--- config.mk ---
export PLATFORM = sky130hd
export DESIGN_NAME = rp_analog_top
export DESIGN_NICKNAME = d
export VERILOG_FILES = /design/src/source/rp_pkg.sv /design/src/source/rp_analog_top.sv /design/src/source/trig_route.sv /design/src/source/dac_mix.sv /design/src/source/adc_front.sv
export VERILOG_INCLUDE_DIRS = /design/src /design/src/source
export SDC_FILE = /design/constraint.sdc
export NUM_CORES = 1
export LEC_CHECK = 0
export BUFFER_PORTS_ARGS = -buffer_cell sky130_fd_sc_hd__buf_2
export CORE_ASPECT_RATIO = 0.7
export CORE_MARGIN = 2
export CORE_UTILIZATION = 54
export CTS_BUF_LIST = sky130_fd_sc_hd__clkbuf_4
export CTS_CLUSTER_DIAMETER = 30
export DETAILED_ROUTE_END_ITERATION = 8
export PLACE_DENSITY = 0.92
export SETUP_SLACK_MARGIN = 0.05
export SYNTH_ARGS = -nofsm -noshare
export SYNTH_HDL_FRONTEND = slang
export SYNTH_HIERARCHICAL = 1
export SYNTH_SLANG_ARGS = --single-unit
--- constraint.sdc ---
create_clock -name adc_clk -period 4.6 [get_ports adc_clk]
set_clock_uncertainty 0.05 [all_clocks]
set_input_delay 0.92 -clock adc_clk [delete_from_list [all_inputs] [get_ports adc_clk]]
set_output_delay 0.92 -clock adc_clk [all_outputs]
set_load 0.01 [all_outputs]
--- src/source/rp_config.svh ---
//////////////////////////////////////////////////////////////////////
// widths and constants shared by the analog datapath
// ADC and DAC samples have the same width
// the acquisition word keeps only the upper bits of each sample
// the daisy idle pattern must fit in the daisy word width
//////////////////////////////////////////////////////////////////////

`ifndef RP_CONFIG_SVH
`define RP_CONFIG_SVH

// sample width for ADC codes and DAC codes
`define RP_ADC_DW      14

// acquisition word, upper bits of the ADC sample
`define RP_ADC_KEEP    12

// pins per expansion bank
`define RP_EXP_W       9

// daisy parallel word
`define RP_DAISY_W     16

// sent on the daisy link when sync mode is off
`define RP_DAISY_IDLE  16'h1234

`endif
--- src/source/rp_pkg.sv ---
//////////////////////////////////////////////////////////////////////
// sample types and packed pairs for the analog datapath
// channel a sits in the low half of every pair
// mode flag order keeps sync_en on bit 0, pin enable on bit 1
// and generator select on bit 2
//////////////////////////////////////////////////////////////////////

`include "rp_config.svh"

package rp_pkg;

  typedef logic signed [`RP_ADC_DW-1:0]   sample_t;   // generator / controller sample
  typedef logic        [`RP_ADC_DW-1:0]   raw_adc_t;  // deserialized ADC code
  typedef logic        [`RP_ADC_KEEP-1:0] acq_t;      // truncated acquisition word

  typedef struct packed {
    raw_adc_t ch_b;
    raw_adc_t ch_a;
  } raw_pair_t;

  typedef struct packed {
    acq_t ch_b;
    acq_t ch_a;
  } acq_pair_t;

  typedef struct packed {
    sample_t ch_b;
    sample_t ch_a;
  } smp_pair_t;

  // inverted DAC codes
  typedef struct packed {
    logic [`RP_ADC_DW-1:0] ch_b;
    logic [`RP_ADC_DW-1:0] ch_a;
  } dac_pair_t;

  typedef struct packed {
    logic trig_from_gen;  // 1 = generator trigger, 0 = scope trigger
    logic trig_pin_en;    // trigger on expansion N pin 0
    logic sync_en;        // daisy sync mode
  } daisy_mode_t;

  typedef struct packed {
    logic [`RP_EXP_W-1:0] dat;
    logic [`RP_EXP_W-1:0] dir;  // 1 = output
  } exp_bank_t;

endpackage

--- src/source/rp_analog_top.sv ---
//////////////////////////////////////////////////////////////////////
// analog datapath top level, all logic on adc_clk
// generator, controller and trigger sources come in on ports
// ADC words must already be deserialized
//////////////////////////////////////////////////////////////////////

`include "rp_config.svh"

module rp_analog_top import rp_pkg::*; (
  input  logic                   adc_clk,
  input  logic                   rst_i,
  input  raw_pair_t              adc_i,
  input  smp_pair_t              gen_i,
  input  smp_pair_t              pid_i,
  input  logic                   loop_i,
  input  logic                   trig_i,
  input  logic                   trig_scope_i,
  input  logic                   trig_gen_i,
  input  daisy_mode_t            mode_i,
  input  logic [`RP_DAISY_W-1:0] daisy_rx_i,
  input  logic                   daisy_rdy_i,
  input  exp_bank_t              exp_n_i,
  output acq_pair_t              acq_o,
  output dac_pair_t              dac_o,
  output logic                   dac_reset_o,
  output logic                   trig_ext_o,
  output logic [`RP_DAISY_W-1:0] daisy_tx_o,
  output logic                   daisy_tx_dv_o,
  output exp_bank_t              exp_n_o
);

  dac_pair_t dac_code;  // unregistered codes for loopback

  adc_front u_adc_front (
    .adc_clk    (adc_clk),
    .rst_i      (rst_i),
    .adc_i      (adc_i),
    .dac_code_i (dac_code),
    .loop_i     (loop_i),
    .acq_o      (acq_o)
  );

  dac_mix u_dac_mix (
    .adc_clk     (adc_clk),
    .rst_i       (rst_i),
    .gen_i       (gen_i),
    .pid_i       (pid_i),
    .dac_code_o  (dac_code),
    .dac_o       (dac_o),
    .dac_reset_o (dac_reset_o)
  );

  trig_route u_trig_route (
    .adc_clk       (adc_clk),
    .rst_i         (rst_i),
    .trig_i        (trig_i),
    .trig_scope_i  (trig_scope_i),
    .trig_gen_i    (trig_gen_i),
    .mode_i        (mode_i),
    .daisy_rx_i    (daisy_rx_i),
    .daisy_rdy_i   (daisy_rdy_i),
    .exp_n_i       (exp_n_i),
    .trig_ext_o    (trig_ext_o),
    .daisy_tx_o    (daisy_tx_o),
    .daisy_tx_dv_o (daisy_tx_dv_o),
    .exp_n_o       (exp_n_o)
  );

endmodule

--- src/source/trig_route.sv ---
//////////////////////////////////////////////////////////////////////
// daisy trigger handling and expansion pin overlay
// any set bit in the received daisy word counts as a trigger,
// seen one cycle later
// in sync mode the external trigger is blocked while a daisy
// trigger is present and the transmit valid flag stays low
// expansion N pin 0 carries the selected trigger when enabled
//////////////////////////////////////////////////////////////////////

`include "rp_config.svh"

module trig_route import rp_pkg::*; (
  input  logic                   adc_clk,
  input  logic                   rst_i,
  input  logic                   trig_i,         // external trigger pin
  input  logic                   trig_scope_i,   // scope trigger out
  input  logic                   trig_gen_i,     // generator trigger out
  input  daisy_mode_t            mode_i,
  input  logic [`RP_DAISY_W-1:0] daisy_rx_i,     // received daisy word
  input  logic                   daisy_rdy_i,    // link ready for data
  input  exp_bank_t              exp_n_i,        // bank from the register block
  output logic                   trig_ext_o,
  output logic [`RP_DAISY_W-1:0] daisy_tx_o,
  output logic                   daisy_tx_dv_o,
  output exp_bank_t              exp_n_o         // bank to the pads
);

  logic daisy_trig;  // registered OR of the rx word
  logic trig_sel;    // trigger chosen for output
  logic pin_trig;    // trigger bit for pin 0

  //////////////////////////////////////////////////////////////////////
  // trigger in
  //////////////////////////////////////////////////////////////////////

  always_ff @(posedge adc_clk) begin
    if (rst_i) begin
      daisy_trig <= 1'b0;
    end else begin
      daisy_trig <= |daisy_rx_i;
    end
  end

  assign trig_ext_o = trig_i & ~(mode_i.sync_en & daisy_trig);

  //////////////////////////////////////////////////////////////////////
  // trigger out
  //////////////////////////////////////////////////////////////////////

  assign trig_sel = mode_i.trig_from_gen ? trig_gen_i : trig_scope_i;

  // whole word carries the trigger in sync mode
  assign daisy_tx_o    = mode_i.sync_en ? {`RP_DAISY_W{trig_sel}} : `RP_DAISY_IDLE;
  assign daisy_tx_dv_o = mode_i.sync_en ? 1'b0 : daisy_rdy_i;

  // pin 0 overlay, other pins untouched
  assign pin_trig = mode_i.trig_pin_en & trig_sel;

  assign exp_n_o.dat = exp_n_i.dat | {{(`RP_EXP_W-1){1'b0}}, pin_trig};
  assign exp_n_o.dir = exp_n_i.dir | {{(`RP_EXP_W-1){1'b0}}, mode_i.trig_pin_en};  // force out

endmodule

--- src/source/dac_mix.sv ---
//////////////////////////////////////////////////////////////////////
// DAC output path
// generator and controller samples are added per channel and clamped
// to the 14 bit signed range, then inverted for the DAC
// dac_code_o is combinational and feeds the loopback
// dac_o lags the inputs by two cycles with channels crossed
// dac_reset_o follows rst_i one cycle later
//////////////////////////////////////////////////////////////////////

`include "rp_config.svh"

module dac_mix import rp_pkg::*; (
  input  logic      adc_clk,
  input  logic      rst_i,
  input  smp_pair_t gen_i,        // generator samples
  input  smp_pair_t pid_i,        // controller samples
  output dac_pair_t dac_code_o,   // unregistered codes
  output dac_pair_t dac_o,        // to the DAC pins
  output logic      dac_reset_o
);

  // one extra bit so the sum never wraps
  logic signed [`RP_ADC_DW:0] sum_a;
  logic signed [`RP_ADC_DW:0] sum_b;

  dac_pair_t code_q;  // first output register

  // clamp and invert one channel
  // the two top sum bits differ only on overflow
  function automatic logic [`RP_ADC_DW-1:0] sat_inv(
    input logic signed [`RP_ADC_DW:0] sum
  );
    logic [`RP_ADC_DW-1:0] clamp;
    if (sum[`RP_ADC_DW] ^ sum[`RP_ADC_DW-1]) begin
      // sign bit then all its inverse, so 8191 or -8192
      clamp = {sum[`RP_ADC_DW], {(`RP_ADC_DW-1){~sum[`RP_ADC_DW]}}};
    end else begin
      clamp = sum[`RP_ADC_DW-1:0];
    end
    return ~clamp;  // DAC expects inverted two's complement
  endfunction

  //////////////////////////////////////////////////////////////////////
  // sum and saturation
  //////////////////////////////////////////////////////////////////////

  assign sum_a = $signed(gen_i.ch_a) + $signed(pid_i.ch_a);  // sign extended to 15 bits
  assign sum_b = $signed(gen_i.ch_b) + $signed(pid_i.ch_b);

  assign dac_code_o.ch_a = sat_inv(sum_a);
  assign dac_code_o.ch_b = sat_inv(sum_b);

  //////////////////////////////////////////////////////////////////////
  // output registers
  //////////////////////////////////////////////////////////////////////

  always_ff @(posedge adc_clk) begin
    if (rst_i) begin
      code_q <= '0;
      dac_o  <= '0;
    end else begin
      code_q     <= dac_code_o;
      dac_o.ch_a <= code_q.ch_b;  // ch b -> dac a
      dac_o.ch_b <= code_q.ch_a;  // ch a -> dac b
    end
  end

  // DAC reset pin, registered copy of the system reset
  always_ff @(posedge adc_clk) begin
    dac_reset_o <= rst_i;
  end

endmodule

--- src/source/adc_front.sv ---
//////////////////////////////////////////////////////////////////////
// acquisition input register
// ADC words arrive already deserialized, one pair per adc_clk
// channels are crossed as on the board wiring
// loopback takes the unregistered DAC codes, not the swapped ones
// one cycle of latency, output clears on reset
//////////////////////////////////////////////////////////////////////

`include "rp_config.svh"

module adc_front import rp_pkg::*; (
  input  logic      adc_clk,
  input  logic      rst_i,
  input  raw_pair_t adc_i,       // raw ADC codes
  input  dac_pair_t dac_code_i,  // DAC codes before the output registers
  input  logic      loop_i,      // digital loopback
  output acq_pair_t acq_o
);

  raw_adc_t src_a;  // feeds acquisition channel a
  raw_adc_t src_b;  // feeds acquisition channel b

  //////////////////////////////////////////////////////////////////////
  // source select
  //////////////////////////////////////////////////////////////////////

  always_comb begin
    if (loop_i) begin
      src_a = dac_code_i.ch_a;  // straight through in loopback
      src_b = dac_code_i.ch_b;
    end else begin
      src_a = adc_i.ch_b;       // adc b -> ch a
      src_b = adc_i.ch_a;       // adc a -> ch b
    end
  end

  //////////////////////////////////////////////////////////////////////
  // truncating register
  //////////////////////////////////////////////////////////////////////

  always_ff @(posedge adc_clk) begin
    if (rst_i) begin
      acq_o <= '0;
    end else begin
      acq_o.ch_a <= src_a[`RP_ADC_DW-1 -: `RP_ADC_KEEP];  // drop the low bits
      acq_o.ch_b <= src_b[`RP_ADC_DW-1 -: `RP_ADC_KEEP];
    end
  end

endmodule

==> impl_metrics.yaml, run 1 <==
cts:
  clock_path_buffers: 2
  cts_root_buf: "clkbuf_4"
  clk_pin_slew_ps: 140
  cts.repair.resized: 0
  cts_buffers: 9
  cts-hold-fix-buffers: 0
  cts_tree: "built"
  post-cts-setup-buffers: 0
  ctsHtreeMaxLevel: 3
  clk_latency_ps: 410
  cts.sinks: 82
cells_and_area:
  syn_to_final_growth_pct: 15.2
  final_common_cell: "buf_2"
  antennaDiodeCount: 0
  multiInputGateArea_um2: 2870
  regArea_um2: 1640
  num-fill-cells: 790
  layout.cells.non_filler: 809
  drive_above_1_share_pct: 35.5
  fin_nets: 838
  mostFrequentLayoutCells: "180 x buf_2, 82 x dfxtp_1, 43 x a21oi_1"
sta:
  fin_crit_sh_pct: 80.0
  fin_tns_setup_ps: 0
  fmaxAchievable_mhz: 272
  maxSlewViolCount: 0
  slew_headroom_pct: 34.7
  final-hold-violation-count: 0
  period_minus_slack_ps: 3680
  rsz0062_at_grt: "no"
  setup_viol_count_final: 0
  worstMarginPinSlew_ps: 976
  fin_ws_ps: 921
drt:
  drt.antenna.violating_nets: 0
  first_pass_iters: 4
  avgViaCountPerCell: 5.63
  routed_wl_um: 13300
  wire_per_inst_um: 16.5
  vias: 4557
  drc: 0
  drtIter0Drc: 305
floorplan:
  rows: 29
  die_h_um: 84.8
  fp.coreArea_um2: 9070
  initial_utilization_pct: 55.5
  die_w_um: 119
  pin_count: 217
  dieArea_um2: 10100
min_path:
  hp-class: "reg2reg"
global_routing:
  grt_pass1_vias: 4212
  grt_pass1_wl_um: 20900
  grtUsageTotal_pct: 26.1
  grt_max_degree: 44
  grt_overflow: 0
  antenna_found_initial: 0
place:
  placedCellCount: 793
  io_buffers: 180
  dp_hpwl_um: 10400
  dpl_worst_slack_ps: 665
  gp_congestion: 0.929
setup_path:
  critPathCaptureType: "flip-flop"
  cp.arrival_ps: 3900
  critical_path_required_ps: 4820
  path_max_fanout: 13
  start_kind: "primary input"
  crit_type: "in2reg"
logic_synthesis:
  syn-num-nets: 708
  synth_area_um2: 5030
  ys_warn_count: 6
  syn_inst: 550
  syn_avg_cell_area_um2: 9.15
power:
  p_leak_nw: 2.73
  swShare_pct: 35.6
  power_switching_w: 0.000706
  combPwrFrac_pct: 36.7
  seq_power_share_pct: 41.6
  p_int_w: 0.00128
  power_density_nw_per_um2: 342
  clkPwrFrac_pct: 21.7
  vdd_drop_max_uv: 269
run_status:
  status: "finished, final reports clean"
job:
  cap_violations: 0
==> sequential cells by signal (all words and copies together), names as in the netlist <==
register	count
u_dac_mix/dac_o	28
u_dac_mix/code_q	28
u_trig_route/daisy_trig	1
u_adc_front/acq_o	24
u_dac_mix/dac_reset_o	1
==> power by group through the flow <==
stage / clock [W] / sequential [W] / combinational, W
after floorplan: 0 / 0.000862 / 0.000513
after global placement: 0 / 0.000838 / 0.000687
after detailed placement: 0 / 0.000840 / 0.000711
after CTS: 0.000449 / 0.000824 / 0.000715
after global routing: 0.000487 / 0.000834 / 0.000790
final: 0.000431 / 0.000824 / 0.000726
==> layer usage <==
metal	global-route usage [%]	vias to the layer above	part of all wire [%]
met5	0	-	0
met4	6.84	0	1.4
met3	5.43	28	8.3
met2	41.6	219	45
met1	36.2	2102	45
li1	-	2208	-
==> worst max-delay path: stages <==
cell	delay (ps)
buf_2	90
ha_1	180
inv_1	60
fa_1	400
nor2b_1	200
o2111ai_1	170
a31oi_1	290
o22ai_2	170
nor2_1	780
a21oi_1	120
a211oi_1	530
==> area by class of cell <==
class	instances	share of cell area (%)
Clock buffer	10	1.29
Clock inverter	6	1.27
Inverter	19	1.23
Multi-Input combinational cell	386	49.4
Sequential cell	82	28.3
Tap cell	124	2.68
Timing Repair Buffer	182	15.8
==> per-stage QoR <==
stage / instance area, um^2 / utilization [%] / hold WS, ps / power (W)
3_3_place_gp: 5650 / 62.3 / 368 / 0.00152
3_5_place_dp: 5650 / 62.3 / 376 / 0.00155
2_1_floorplan: 5030 / - / 364 / 0.00138
4_1_cts: 5800 / 63.9 / 402 / 0.00199
6_report: 5800 / 63.9 / 399 / 0.00198
5_1_grt: 5800 / 63.9 / 404 / 0.00211
==> final timing paths <==
path	from	end	slack (ps)	cells after the start
hold reg to reg	u_dac_mix/code_q[4]$_SDFF_PP0_	u_dac_mix/dac_o[18]$_SDFF_PP0_	400	1
setup reg to reg	u_dac_mix/code_q[21]$_SDFF_PP0_	u_dac_mix/dac_o[7]$_SDFF_PP0_	3950	1
hold / removal	u_dac_mix/code_q[4]$_SDFF_PP0_	u_dac_mix/dac_o[18]$_SDFF_PP0_	400	1
setup / recovery	gen_i[0]	u_dac_mix/code_q[9]$_SDFF_PP0_	920	11
No activity file was read; power rests on OpenSTA's default activity.
==> run 2: changes to the inputs <==
--- a/config.mk
+++ b/config.mk
@@ -9,11 +9,11 @@
 export BUFFER_PORTS_ARGS = -buffer_cell sky130_fd_sc_hd__buf_2
 export CORE_ASPECT_RATIO = 0.7
 export CORE_MARGIN = 2
-export CORE_UTILIZATION = 54
+export CORE_UTILIZATION = 45
 export CTS_BUF_LIST = sky130_fd_sc_hd__clkbuf_4
 export CTS_CLUSTER_DIAMETER = 30
 export DETAILED_ROUTE_END_ITERATION = 8
-export PLACE_DENSITY = 0.92
+export PLACE_DENSITY = 0.82
 export SETUP_SLACK_MARGIN = 0.05
 export SYNTH_ARGS = -nofsm -noshare
 export SYNTH_HDL_FRONTEND = slang
==> constraint.sdc (replaced) <==
create_clock -name adc_clk -period 3.1 [get_ports adc_clk]
set_clock_uncertainty 0.05 [all_clocks]
set_input_delay 0.62 -clock adc_clk [delete_from_list [all_inputs] [get_ports adc_clk]]
set_output_delay 0.62 -clock adc_clk [all_outputs]
set_load 0.01 [all_outputs]
==> run 2 against run 1 <==
  * Clock power rose by 35%
  * Total power rose by 54%
  * Largest cell class unchanged
  * Highest routed layer unchanged
  * Sequential share of layout area fell by 2.3 points
  * Sequential power rose by 48%
  * Via count rose by 6.6%
  * Worst setup slack got worse by 720 ps
  * Hold slack got worse by 36 ps
  * Global-route usage fell by 3.2 points
  * Non-clock buffer count rose by 63
==> impl_metrics.yaml, run 2 (synthesis gave the netlist of run 1 again) <==
run_status:
  status: "finished, final reports clean"
setup_path:
  crit_type: "in2reg"
  timing.critical_path.to: "u_adc_front/acq_o[3]$_SDFF_PP0_"
  r2r_cells: 1
  path_max_fanout: 9
  reg2reg_slack_ps: 2490
  start_kind: "primary input"
  worstReg2RegEnd: "u_dac_mix/dac_o[22]$_SDFF_PP0_"
  critical_path_required_ps: 3410
  cp.arrival_ps: 3210
  critPathCaptureType: "flip-flop"
  crit_path_start: "gen_i[0]"
  r2r-start: "u_dac_mix/code_q[8]$_SDFF_PP0_"
sta:
  maxSlewViolCount: 0
  worstMarginPinSlew_ps: 783
  fin_crit_sh_pct: 93.4
  rsz0062_at_grt: "no"
  slew_headroom_pct: 47.8
  final-hold-violation-count: 0
  fin_ws_ps: 205
  worst_hold_slack_ps: 363
  setup_viol_count_final: 0
  period_minus_slack_ps: 2900
  fmaxAchievable_mhz: 345
power:
  vdd_drop_max_uv: 287
  p_leak_nw: 3.04
  power_density_nw_per_um2: 485
global_routing:
  grtUsageTotal_pct: 22.9
  antenna_found_initial: 0
  grt_pass1_wl_um: 21800
  grt_overflow: 0
  grt_max_degree: 36
  grt_pass1_vias: 4540
cells_and_area:
  reg_top3: "u_dac_mix/code_q: 28 flops, u_dac_mix/dac_o: 28 flops, u_adc_front/acq_o: 24 flops"
  num-fill-cells: 1002
  antennaDiodeCount: 0
  drive_above_1_share_pct: 41.0
  fin_nets: 901
  syn_to_final_growth_pct: 25.3
  final_area_um2: 6300
  final_common_cell: "buf_2"
  mostFrequentLayoutCells: "180 x buf_2, 82 x dfxtp_1, 64 x buf_4"
min_path:
  worstHoldPathCells: 3
  hp-class: "in2reg"
drt:
  avgViaCountPerCell: 5.39
  routed_wl_um: 14000
  first_pass_iters: 5
  wire_per_inst_um: 15.5
  drc: 0
  drtIter0Drc: 327
  vias: 4859
  drt.antenna.violating_nets: 0
floorplan:
  fp.coreArea_um2: 11000
  rows: 32
  die_w_um: 130
  die_h_um: 92.5
  pin_count: 217
  dieArea_um2: 12100
  initial_utilization_pct: 45.9
cts:
  clk_pin_slew_ps: 140
  cts_root_buf: "clkbuf_4"
  post-cts-setup-buffers: 0
  ctsHtreeMaxLevel: 3
  clock_path_buffers: 2
  cts_buffers: 9
  cts.sinks: 82
  clk_latency_ps: 430
  cts_tree: "built"
place:
  dpl_worst_slack_ps: -185
  dp_hpwl_um: 11300
  gp_congestion: 0.998
  post_dp_cell_area_um2: 6170
  io_buffers: 180
job:
  cap_violations: 0
-- run 2: cell types whose count changed in the layout (fill, tap and decap cells not counted), sizes merged --
| cell | before | now |
|---|---|---|
| clkbuf | 10 | 9 |
| inv | 19 | 21 |
| buf | 182 | 245 |
| bufinv | 1 | 0 |
-- run 2: area by class of cell --
type	instances	area (um^2)	share of cell area [%]
tap	153	191	3.04
sequential	82	1640	26.0
multi-input combinational	386	2870	45.6
timing repair buffer	245	1400	22.2
clock inverter	7	57.6	0.913
inverter	19	71.3	1.13
clock buffer	9	67.6	1.07
-- run 2: how the worst min path moves through the flow --
stage	from	endpoint	slack [ps]
floorplan	u_dac_mix/code_q[14]$_SDFF_PP0_	u_dac_mix/dac_o[0]$_SDFF_PP0_	360
CTS	adc_i[17]	u_adc_front/acq_o[1]$_SDFF_PP0_	330
global placement	u_dac_mix/code_q[27]$_SDFF_PP0_	u_dac_mix/dac_o[13]$_SDFF_PP0_	370
finish	adc_i[17]	u_adc_front/acq_o[1]$_SDFF_PP0_	360
global route	adc_i[4]	u_adc_front/acq_o[14]$_SDFF_PP0_	330
detailed placement	u_dac_mix/code_q[15]$_SDFF_PP0_	u_dac_mix/dac_o[1]$_SDFF_PP0_	370
-- run 2: power breakdown --
part | total, W | leakage (nW) | switching [W] | internal [W]
Clock | 0.000583 | 0.0653 | 0.000406 | 0.000177
Sequential | 0.00122 | 0.681 | 0.0000309 | 0.00119
Combinational | 0.00125 | 2.29 | 0.000678 | 0.000573
Total | 0.00305 | 3.04 | 0.00112 | 0.00194
-- run 2: stage by stage --
step	setup TNS [ps]	total power, W	instances	util (%)
floorplan	0	0.00204	550	-
global placement	-695	0.00242	885	56.3
detailed placement	-3090	0.00248	885	56.3
CTS	0	0.00308	901	57.4
global route	0	0.00326	901	57.4
finish	0	0.00305	901	57.4
-- run 2: routing by layer --
metal / track usage [%] / routed length (um) / vias to the layer above
li1: - / - / 2341
met1: 31.3 / 6220 / 2215
met2: 35.2 / 6030 / 261
met4: 6.65 / 338 / 0
met3: 6.82 / 1400 / 42
met5: 0 / 0 / -
-- run 2: what timing repair did --
item | 4_1_cts | 5_1_grt
hold buffers | 0 | 0
endpoints found under the setup margin | 0 | 2
resized for setup | 0 | 1
-- run 2: worst max-delay path, cell delays in order --
cell	delay (ps)
buf_2	80
ha_1	160
inv_1	50
fa_1	380
nor2b_1	170
o2111ai_1	180
a31oi_2	280
o22ai_2	120
buf_4	170
nor2_1	170
buf_4	200
a21oi_1	70
a21oi_1	310
mux2i_1	130
nor2_1	120
